[config.mk]
export PLATFORM = sky130hd
export DESIGN_NAME = mini_core
export DESIGN_NICKNAME = d
export VERILOG_FILES = /design/src/hdl/riscv_pkg.sv /design/src/hdl/core_pkg.sv /design/src/hdl/stage_if.sv /design/src/hdl/id_stage.sv /design/src/hdl/issue_stage.sv /design/src/hdl/ex_stage.sv /design/src/hdl/commit_stage.sv /design/src/hdl/mini_core.sv
export SDC_FILE = /design/constraint.sdc
export NUM_CORES = 2
export LEC_CHECK = 0
export ABC_AREA = 1
export BUFFER_PORTS_ARGS = -buffer_cell sky130_fd_sc_hd__buf_2
export CAP_MARGIN = 10
export CORE_MARGIN = 3
export CORE_UTILIZATION = 30
export CTS_BUF_LIST = sky130_fd_sc_hd__clkbuf_8
export DETAILED_ROUTE_END_ITERATION = 8
export MAX_ROUTING_LAYER = met4
export PLACE_DENSITY = 0.42
export SYNTH_ARGS = -nofsm -noshare
export SYNTH_HDL_FRONTEND = slang
export SYNTH_SLANG_ARGS = --single-unit
[constraint.sdc]
create_clock -name clk_i -period 12.56 [get_ports clk_i]
set_clock_uncertainty 0.15 [all_clocks]
set_input_delay 2.512 -clock clk_i [delete_from_list [all_inputs] [get_ports clk_i]]
set_output_delay 2.512 -clock clk_i [all_outputs]
set_load 0.05 [all_outputs]
[src/hdl/riscv_pkg.sv]
// RISC-V ISA encoding package
// Opcodes, funct3/funct7 codes and field widths of the RV32 integer ALU groups
package riscv_pkg;

    // ------------------------------------------------------------------
    // Field widths
    // ------------------------------------------------------------------
    localparam int unsigned INSTR_W    = 32;
    localparam int unsigned OPCODE_W   = 7;
    localparam int unsigned FUNCT3_W   = 3;
    localparam int unsigned FUNCT7_W   = 7;
    localparam int unsigned REG_ADDR_W = 5;

    typedef logic [INSTR_W-1:0]    instr_t;
    typedef logic [REG_ADDR_W-1:0] reg_addr_t;

    // Major opcodes
    localparam logic [OPCODE_W-1:0] OPCODE_OP     = 7'b0110011;
    localparam logic [OPCODE_W-1:0] OPCODE_OP_IMM = 7'b0010011;
    localparam logic [OPCODE_W-1:0] OPCODE_LUI    = 7'b0110111;

    // funct3 for OP and OP-IMM
    localparam logic [FUNCT3_W-1:0] F3_ADD_SUB = 3'b000;
    localparam logic [FUNCT3_W-1:0] F3_SLL     = 3'b001;
    localparam logic [FUNCT3_W-1:0] F3_SLT     = 3'b010;
    localparam logic [FUNCT3_W-1:0] F3_SLTU    = 3'b011;
    localparam logic [FUNCT3_W-1:0] F3_XOR     = 3'b100;
    localparam logic [FUNCT3_W-1:0] F3_SR      = 3'b101;
    localparam logic [FUNCT3_W-1:0] F3_OR      = 3'b110;
    localparam logic [FUNCT3_W-1:0] F3_AND     = 3'b111;

    // Selects SUB and SRA/SRAI
    localparam logic [FUNCT7_W-1:0] F7_ALT = 7'b0100000;

endpackage

[src/hdl/core_pkg.sv]
// Core microarchitecture package
// Data word, ALU operations, exceptions and the records passed between stages
package core_pkg;

    localparam int unsigned XLEN = 32;

    typedef logic [XLEN-1:0] word_t;

    typedef enum logic [3:0] {
        ALU_ADD,
        ALU_SUB,
        ALU_AND,
        ALU_OR,
        ALU_XOR,
        ALU_SLL,
        ALU_SRL,
        ALU_SRA,
        ALU_SLT,
        ALU_SLTU,
        ALU_LUI
    } alu_op_t;

    // ------------------------------------------------------------------
    // Exceptions
    // ------------------------------------------------------------------
    typedef logic [3:0] exc_cause_t;

    localparam exc_cause_t EXC_ILLEGAL_INSTR = 4'd2;

    typedef struct packed {
        logic       valid;
        exc_cause_t cause;
        word_t      tval;
    } exception_t;

    // ------------------------------------------------------------------
    // Stage records
    // ------------------------------------------------------------------
    // Decoded instruction, the scoreboard entry
    typedef struct packed {
        alu_op_t              op;
        riscv_pkg::reg_addr_t rs1;
        riscv_pkg::reg_addr_t rs2;
        riscv_pkg::reg_addr_t rd;
        word_t                imm;
        logic                 use_imm;
        logic                 we;
        exception_t           ex;
        riscv_pkg::instr_t    instr;
    } sb_entry_t;

    // Issued operation with operands read
    typedef struct packed {
        alu_op_t              op;
        word_t                operand_a;
        word_t                operand_b;
        riscv_pkg::reg_addr_t rd;
        logic                 we;
        exception_t           ex;
    } ex_req_t;

    // ALU result on its way to commit
    typedef struct packed {
        riscv_pkg::reg_addr_t rd;
        logic                 we;
        word_t                result;
        exception_t           ex;
    } wb_t;

endpackage

[src/hdl/stage_if.sv]
// Pipeline stage interface
// Valid/ready handshake carrying one payload record per transfer
interface stage_if #(
    parameter type payload_t = logic
) ();

    logic     valid;
    logic     ready;
    payload_t payload;

    // Producer side holds valid and payload stable until ready
    modport src (
        output valid,
        output payload,
        input  ready
    );

    modport dst (
        input  valid,
        input  payload,
        output ready
    );

endinterface

[src/hdl/id_stage.sv]
// Instruction decode stage
// Turns an RV32 ALU instruction into a scoreboard entry, flags illegal encodings
module id_stage (
    input  logic              clk_i,
    input  logic              rst_ni,
    input  logic              instr_valid_i,
    input  riscv_pkg::instr_t instr_i,
    output logic              instr_ready_o,
    stage_if.src              dec_o
);
    import core_pkg::*;
    import riscv_pkg::*;

    logic [OPCODE_W-1:0] opcode;
    logic [FUNCT3_W-1:0] funct3;
    logic [FUNCT7_W-1:0] funct7;
    logic                alt;
    logic                illegal;
    logic                accept;
    logic                valid_q;
    sb_entry_t           dec;
    sb_entry_t           entry_q;

    assign opcode = instr_i[6:0];
    assign funct3 = instr_i[14:12];
    assign funct7 = instr_i[31:25];
    assign alt    = (funct7 == F7_ALT);

    // ------------------------------------------------------------------
    // Decoder
    // ------------------------------------------------------------------
    always_comb begin
        dec         = '0;
        illegal     = 1'b0;
        dec.instr   = instr_i;
        dec.rd      = instr_i[11:7];
        dec.rs1     = instr_i[19:15];
        dec.rs2     = instr_i[24:20];
        // I-type immediate, shifts only look at the low 5 bits
        dec.imm     = {{20{instr_i[31]}}, instr_i[31:20]};
        dec.we      = 1'b1;

        unique case (opcode)
            OPCODE_OP: begin
                if (funct7 != '0 && !(alt && (funct3 == F3_ADD_SUB || funct3 == F3_SR))) begin
                    illegal = 1'b1;
                end
                case (funct3)
                    F3_ADD_SUB: dec.op = alt ? ALU_SUB : ALU_ADD;
                    F3_SLL:     dec.op = ALU_SLL;
                    F3_SLT:     dec.op = ALU_SLT;
                    F3_SLTU:    dec.op = ALU_SLTU;
                    F3_XOR:     dec.op = ALU_XOR;
                    F3_SR:      dec.op = alt ? ALU_SRA : ALU_SRL;
                    F3_OR:      dec.op = ALU_OR;
                    F3_AND:     dec.op = ALU_AND;
                    default:    illegal = 1'b1;
                endcase
            end
            OPCODE_OP_IMM: begin
                dec.use_imm = 1'b1;
                dec.rs2     = '0;
                case (funct3)
                    F3_ADD_SUB: dec.op = ALU_ADD;
                    F3_SLL: begin
                        dec.op  = ALU_SLL;
                        illegal = (funct7 != '0);
                    end
                    F3_SLT:     dec.op = ALU_SLT;
                    F3_SLTU:    dec.op = ALU_SLTU;
                    F3_XOR:     dec.op = ALU_XOR;
                    F3_SR: begin
                        dec.op  = alt ? ALU_SRA : ALU_SRL;
                        illegal = (funct7 != '0) && !alt;
                    end
                    F3_OR:      dec.op = ALU_OR;
                    F3_AND:     dec.op = ALU_AND;
                    default:    illegal = 1'b1;
                endcase
            end
            OPCODE_LUI: begin
                dec.op      = ALU_LUI;
                dec.use_imm = 1'b1;
                dec.rs1     = '0;
                dec.rs2     = '0;
                dec.imm     = {instr_i[31:12], 12'b0};
            end
            default: illegal = 1'b1;
        endcase

        // No register access at all, only the exception travels on
        if (illegal) begin
            dec.op       = ALU_ADD;
            dec.rs1      = '0;
            dec.rs2      = '0;
            dec.rd       = '0;
            dec.use_imm  = 1'b0;
            dec.we       = 1'b0;
            dec.ex.valid = 1'b1;
            dec.ex.cause = EXC_ILLEGAL_INSTR;
            dec.ex.tval  = instr_i;
        end
    end

    // ------------------------------------------------------------------
    // Output register
    // ------------------------------------------------------------------
    assign instr_ready_o = ~valid_q | dec_o.ready;
    assign accept        = instr_valid_i & instr_ready_o;

    always_ff @(posedge clk_i or negedge rst_ni) begin
        if (!rst_ni) begin
            valid_q <= 1'b0;
        end else if (accept) begin
            valid_q <= 1'b1;
        end else if (dec_o.ready) begin
            valid_q <= 1'b0;
        end
    end

    always_ff @(posedge clk_i) begin
        if (accept) begin
            entry_q <= dec;
        end
    end

    assign dec_o.valid   = valid_q;
    assign dec_o.payload = entry_q;

endmodule

[src/hdl/issue_stage.sv]
// Issue stage
// Register file with busy bits, stalls on hazards and reads the operands
module issue_stage (
    input  logic                 clk_i,
    input  logic                 rst_ni,
    stage_if.dst                 dec_i,
    stage_if.src                 iss_o,
    input  logic                 rf_we_i,
    input  riscv_pkg::reg_addr_t rf_waddr_i,
    input  core_pkg::word_t      rf_wdata_i
);
    import core_pkg::*;

    localparam int unsigned NR_REGS = 32;

    word_t              regs_q [NR_REGS];
    logic [NR_REGS-1:0] busy_q;
    sb_entry_t          entry;
    ex_req_t            req_d;
    ex_req_t            req_q;
    logic               valid_q;
    logic               hazard;
    logic               issue;
    word_t              rs1_data;
    word_t              rs2_data;

    assign entry = dec_i.payload;

    // ------------------------------------------------------------------
    // Hazard check
    // ------------------------------------------------------------------
    // Also wait while rd is in flight, an older writer would otherwise
    // clear the busy bit of a younger one at commit
    assign hazard = dec_i.valid &
                    (busy_q[entry.rs1] | busy_q[entry.rs2] | (entry.we & busy_q[entry.rd]));

    assign dec_i.ready = (~valid_q | iss_o.ready) & ~hazard;
    assign issue       = dec_i.valid & dec_i.ready;

    // ------------------------------------------------------------------
    // Register file
    // ------------------------------------------------------------------
    always_ff @(posedge clk_i or negedge rst_ni) begin
        if (!rst_ni) begin
            for (int i = 0; i < NR_REGS; i++) begin
                regs_q[i] <= '0;
            end
        end else if (rf_we_i) begin
            regs_q[rf_waddr_i] <= rf_wdata_i;
        end
    end

    // x0 is hardwired to zero
    assign rs1_data = (entry.rs1 == '0) ? '0 : regs_q[entry.rs1];
    assign rs2_data = (entry.rs2 == '0) ? '0 : regs_q[entry.rs2];

    // Set on issue wins over the clear from commit
    always_ff @(posedge clk_i or negedge rst_ni) begin
        if (!rst_ni) begin
            busy_q <= '0;
        end else begin
            if (rf_we_i) begin
                busy_q[rf_waddr_i] <= 1'b0;
            end
            if (issue && entry.we && entry.rd != '0) begin
                busy_q[entry.rd] <= 1'b1;
            end
        end
    end

    // ------------------------------------------------------------------
    // Issue register
    // ------------------------------------------------------------------
    always_comb begin
        req_d.op        = entry.op;
        req_d.operand_a = rs1_data;
        req_d.operand_b = entry.use_imm ? entry.imm : rs2_data;
        req_d.rd        = entry.rd;
        req_d.we        = entry.we;
        req_d.ex        = entry.ex;
    end

    always_ff @(posedge clk_i or negedge rst_ni) begin
        if (!rst_ni) begin
            valid_q <= 1'b0;
        end else if (issue) begin
            valid_q <= 1'b1;
        end else if (iss_o.ready) begin
            valid_q <= 1'b0;
        end
    end

    always_ff @(posedge clk_i) begin
        if (issue) begin
            req_q <= req_d;
        end
    end

    assign iss_o.valid   = valid_q;
    assign iss_o.payload = req_q;

endmodule

[src/hdl/ex_stage.sv]
// Execute stage
// Single RV32 ALU with a registered result
module ex_stage (
    input  logic clk_i,
    input  logic rst_ni,
    stage_if.dst iss_i,
    stage_if.src wb_o
);
    import core_pkg::*;

    ex_req_t    req;
    word_t      a;
    word_t      b;
    logic [4:0] shamt;
    word_t      alu_res;
    wb_t        wb_d;
    wb_t        wb_q;
    logic       valid_q;
    logic       accept;

    assign req   = iss_i.payload;
    assign a     = req.operand_a;
    assign b     = req.operand_b;
    assign shamt = b[4:0];

    always_comb begin
        unique case (req.op)
            ALU_ADD:  alu_res = a + b;
            ALU_SUB:  alu_res = a - b;
            ALU_AND:  alu_res = a & b;
            ALU_OR:   alu_res = a | b;
            ALU_XOR:  alu_res = a ^ b;
            ALU_SLL:  alu_res = a << shamt;
            ALU_SRL:  alu_res = a >> shamt;
            ALU_SRA:  alu_res = word_t'($signed(a) >>> shamt);
            ALU_SLT:  alu_res = {{(XLEN-1){1'b0}}, $signed(a) < $signed(b)};
            ALU_SLTU: alu_res = {{(XLEN-1){1'b0}}, a < b};
            ALU_LUI:  alu_res = b;
            default:  alu_res = '0;
        endcase
    end

    // Excepting instructions carry no result
    assign wb_d.rd     = req.rd;
    assign wb_d.we     = req.we;
    assign wb_d.result = req.ex.valid ? '0 : alu_res;
    assign wb_d.ex     = req.ex;

    assign iss_i.ready = ~valid_q | wb_o.ready;
    assign accept      = iss_i.valid & iss_i.ready;

    always_ff @(posedge clk_i or negedge rst_ni) begin
        if (!rst_ni) begin
            valid_q <= 1'b0;
        end else if (accept) begin
            valid_q <= 1'b1;
        end else if (wb_o.ready) begin
            valid_q <= 1'b0;
        end
    end

    always_ff @(posedge clk_i) begin
        if (accept) begin
            wb_q <= wb_d;
        end
    end

    assign wb_o.valid   = valid_q;
    assign wb_o.payload = wb_q;

endmodule

[src/hdl/commit_stage.sv]
// Commit stage
// In-order register writeback and the retirement report
module commit_stage (
    input  logic                  clk_i,
    input  logic                  rst_ni,
    stage_if.dst                  wb_i,
    output logic                  rf_we_o,
    output riscv_pkg::reg_addr_t  rf_waddr_o,
    output core_pkg::word_t       rf_wdata_o,
    output logic                  commit_valid_o,
    output riscv_pkg::reg_addr_t  commit_rd_o,
    output logic                  commit_we_o,
    output core_pkg::word_t       commit_wdata_o,
    output logic                  commit_exc_o,
    output core_pkg::exc_cause_t  commit_cause_o
);
    import core_pkg::*;

    wb_t wb;

    assign wb = wb_i.payload;

    // Commit is never stalled
    assign wb_i.ready = 1'b1;

    // Register file write, x0 and faulting instructions leave it untouched
    assign rf_we_o    = wb_i.valid & wb.we & ~wb.ex.valid & (wb.rd != '0);
    assign rf_waddr_o = wb.rd;
    assign rf_wdata_o = wb.result;

    always_ff @(posedge clk_i or negedge rst_ni) begin
        if (!rst_ni) begin
            commit_valid_o <= 1'b0;
        end else begin
            commit_valid_o <= wb_i.valid;
        end
    end

    // Report payload, wdata shows tval on an exception
    always_ff @(posedge clk_i) begin
        if (wb_i.valid) begin
            commit_rd_o    <= wb.rd;
            commit_we_o    <= wb.we & ~wb.ex.valid;
            commit_wdata_o <= wb.ex.valid ? wb.ex.tval : wb.result;
            commit_exc_o   <= wb.ex.valid;
            commit_cause_o <= wb.ex.cause;
        end
    end

endmodule

[src/hdl/mini_core.sv]
// Mini core top level
// In-order decode, issue, execute and commit chain for RV32 ALU instructions
module mini_core (
    input  logic                 clk_i,
    input  logic                 rst_ni,
    // Instruction stream
    input  logic                 instr_valid_i,
    input  riscv_pkg::instr_t    instr_i,
    output logic                 instr_ready_o,
    // Retirement report
    output logic                 commit_valid_o,
    output riscv_pkg::reg_addr_t commit_rd_o,
    output logic                 commit_we_o,
    output core_pkg::word_t      commit_wdata_o,
    output logic                 commit_exc_o,
    output core_pkg::exc_cause_t commit_cause_o
);
    import core_pkg::*;
    import riscv_pkg::*;

    // ------------------------------------------------------------------
    // Stage links
    // ------------------------------------------------------------------
    stage_if #(.payload_t(sb_entry_t)) dec_if ();
    stage_if #(.payload_t(ex_req_t))   iss_if ();
    stage_if #(.payload_t(wb_t))       wb_if ();

    // Commit to register file
    logic      rf_we;
    reg_addr_t rf_waddr;
    word_t     rf_wdata;

    id_stage u_id_stage (
        .clk_i         ( clk_i         ),
        .rst_ni        ( rst_ni        ),
        .instr_valid_i ( instr_valid_i ),
        .instr_i       ( instr_i       ),
        .instr_ready_o ( instr_ready_o ),
        .dec_o         ( dec_if        )
    );

    issue_stage u_issue_stage (
        .clk_i      ( clk_i    ),
        .rst_ni     ( rst_ni   ),
        .dec_i      ( dec_if   ),
        .iss_o      ( iss_if   ),
        .rf_we_i    ( rf_we    ),
        .rf_waddr_i ( rf_waddr ),
        .rf_wdata_i ( rf_wdata )
    );

    ex_stage u_ex_stage (
        .clk_i  ( clk_i  ),
        .rst_ni ( rst_ni ),
        .iss_i  ( iss_if ),
        .wb_o   ( wb_if  )
    );

    commit_stage u_commit_stage (
        .clk_i          ( clk_i          ),
        .rst_ni         ( rst_ni         ),
        .wb_i           ( wb_if          ),
        .rf_we_o        ( rf_we          ),
        .rf_waddr_o     ( rf_waddr       ),
        .rf_wdata_o     ( rf_wdata       ),
        .commit_valid_o ( commit_valid_o ),
        .commit_rd_o    ( commit_rd_o    ),
        .commit_we_o    ( commit_we_o    ),
        .commit_wdata_o ( commit_wdata_o ),
        .commit_exc_o   ( commit_exc_o   ),
        .commit_cause_o ( commit_cause_o )
    );

endmodule

==> impl_metrics.json <==
{
  "outcome": "completed",
  "finalNetCount": 10330,
  "most-common-layout-cells": "2448 x nand2_1, 2038 x o21ai_0, 1058 x dfrtp_1",
  "rsz0062_at_grt": "false",
  "fmax_ghz": 0.1416,
  "syn_avg_cell_area_sq_um": 7.458,
  "port_buffers": 76,
  "drc": 0,
  "cp_max_fo": 33,
  "timing.hold.ws_ns": 0.2230,
  "die_area_sq_mm": 0.2689,
  "drtAntennaViolNets": 0,
  "timing.final.crit_period_ns": 7.061,
  "synth_area_sq_mm": 0.07881,
  "post_cts_buffers": 0,
  "insertion_delay_ns": 1.04,
  "dp_cells": 13420,
  "wl_per_cell_um": 27.13,
  "grt_antenna_before_repair": 28,
  "cts_tree": "done",
  "start_util_pct": 30.27,
  "hp-class": "register to register",
  "dr.pass1.iters": 6,
  "worst_pin_slew_ns": 1.394,
  "postCtsHoldBufs": 0,
  "hold_viol_final": 0,
  "grt_start_max_net_pins": 177,
  "seq_area_frac_synth_pct": 45.20,
  "cts.clk_slew.worst_paths_ns": 0.06,
  "hpwl_um": 234800,
  "vias": 75970,
  "via_per_inst": 5.471,
  "track_usage_pct": 27.96,
  "clock_sinks": 1363,
  "hp-start": "u_issue_stage.regs_q[1014]",
  "layout_commonest_cell": "nand2_1",
  "syn_to_final_growth_pct": 9.246,
  "drt_iter0_markers": 8998,
  "arrival_ns": 4.40,
  "crit_required_ns": 9.90,
  "dieWidth_um": 518.6,
  "leakage_nw": 37.47,
  "pin_count": 80,
  "die_h_um": 518.6,
  "finalSetupTns_ns": 0,
  "reg2reg_from": "u_id_stage.dec_o.payload[115]",
  "row_count": 187,
  "yosysWarnings": 0,
  "path_class": "register to primary output",
  "syn_inst": 10570,
  "ys_ff_latch": 1363,
  "grt_pass1_vias": 71460,
  "core_area_sq_mm": 0.2604,
  "cts_buffers": 275,
  "n_fill_cell": 27920,
  "layout_worst_path_cycle_share_pct": 56.22,
  "overflow": 0,
  "power.density_mw_per_mm2": 251.5,
  "routed_wl_um": 376800,
  "cts_buffer_depth": 4,
  "ir_worst_vdd_uv": 224.4,
  "endpoint_kind": "primary output",
  "synth.distinct_cells": 47,
  "stdcell_count": 13890,
  "htreeDepth": 5,
  "startpoint_type": "register",
  "place_congestion": 0.9499,
  "startpoint": "u_id_stage.dec_o.payload[115]",
  "post_cts_resize_count": 0,
  "finalSetupViolations": 0,
  "drv_slew": 0,
  "max_cap_viol_count": 0,
  "ctsRootBufferMaster": "clkbuf_8",
  "fin_util_pct": 33.06,
  "grt_pass1_wl_um": 534600,
  "max_slew_margin_pct": 7.049,
  "drive_above_1_share_pct": 6.351,
  "power_mw": 21.66
}
-- sequential cells by signal, indices dropped and copies added, names as in the netlist --
register / count
u_ex_stage.wb_o.valid: 1
u_commit_stage.commit_wdata_o: 32
u_issue_stage.iss_o.payload: 107
u_id_stage.dec_o.payload: 86
u_commit_stage.commit_cause_o: 1
u_commit_stage.commit_rd_o: 5
u_issue_stage.busy_q: 32
u_issue_stage.regs_q: 1024
u_id_stage.dec_o.valid: 1
u_commit_stage.commit_valid_o: 1
u_ex_stage.wb_o.payload: 71
u_commit_stage.commit_we_o: 1
u_issue_stage.iss_o.valid: 1
-- worst paths after layout --
path | endpoint | slack (ns) | cells past startpoint
max | instr_ready_o | 5.50 | 11
min | u_issue_stage.regs_q[1014] | 0.22 | 0
max reg2reg | u_id_stage.dec_o.payload[102] | 7.19 | 13
min reg2reg | u_issue_stage.regs_q[1014] | 0.22 | 0
max in group asynchronous | u_issue_stage.regs_q[486] | 8.48 | 3
min in group asynchronous | u_issue_stage.regs_q[978] | 1.41 | 1
-- critical path, cell delays in order (launching register included) --
cell and delay [ns]:
edfxtp_1 0.39, buf_4 0.22, inv_4 0.46, buf_4 0.61, nor2_4 0.24, a21boi_0 0.21
nor2_1 0.12, nand2_1 0.06, nand2_1 0.07, nand2_1 0.19, o21ai_1 0.34, buf_2 0.33
-- cell families after synthesis --
| family | after synthesis | share of synthesized area [%] |
|---|---|---|
| mux | 134 | 1.702 |
| compound gates | 3419 | 22.50 |
| fa+ha+maj | 99 | 1.591 |
| flops | 1363 | 45.20 |
| buf+inv | 1649 | 9.074 |
| simple gates | 3903 | 19.93 |
| other cells | 1 | 0.004758 |
-- through the flow --
stage	cell area, sq um	setup slack [ns]
after detailed placement	81140	6.547
after global routing	86090	5.233
after CTS	86040	5.345
final	86100	5.499
after global placement	81140	6.507
after floorplan	78820	2.319
-- layout make-up --
cell class	instances	area, sq um	share of cell area (%)
multi-input cells	7558	36420	42.30
inverters	746	2821	3.277
clock inverters	145	604.3	0.7019
diodes	13	32.53	0.03778
flip-flops and latches	1363	35630	41.38
clock buffers	312	4294	4.987
well taps	3496	4374	5.080
repair buffers	253	1927	2.238
-- metal layers --
layer	vias to the layer above	share of wire (%)	global-route usage [%]
li1	34680	-	-
met1	37210	44	37.53
met2	3422	44	42.33
met3	666	7.3	4.141
met4	0	4.3	11.08
met5	-	0	-
-- synth_stat cells (all sizes together) --
cell type	number	area (sq um)
a21oi	663	3318
o21bai	9	67.56
edfxtp	303	9099
clkbuf	476	1787
nand2	2461	9243
or2	1	6.260
inv	742	2785
nor3	42	215.2
o22ai	110	688.2
nand3	603	3018
and3	1	6.260
a211oi	5	37.54
conb	1	3.750
ha	97	1214
o2111ai	1	8.760
o21a	35	262.8
buf	427	2565
nor3b	2	15.01
mux2i	134	1341
or3	1	6.260
nor4	7	43.79
a21boi	2	15.01
clkinv	4	15.01
a31oi	24	150.1
nand3b	4	30.03
dfrtp	1060	26530
a41o	1	10.01
a221oi	1	8.760
and2	10	62.56
nor2	711	2686
nand4	60	375.4
fa	2	40.04
o211ai	102	770.7
o221ai	14	122.6
o21ai	2452	12270
-- report_power, final --
group	leakage (nW)	switching [mW]	internal, mW
logic	17.0	7.95	2.68
registers	17.5	1.00	5.71
clock network	2.88	2.06	2.25
(Power assumes the default switching activity.)
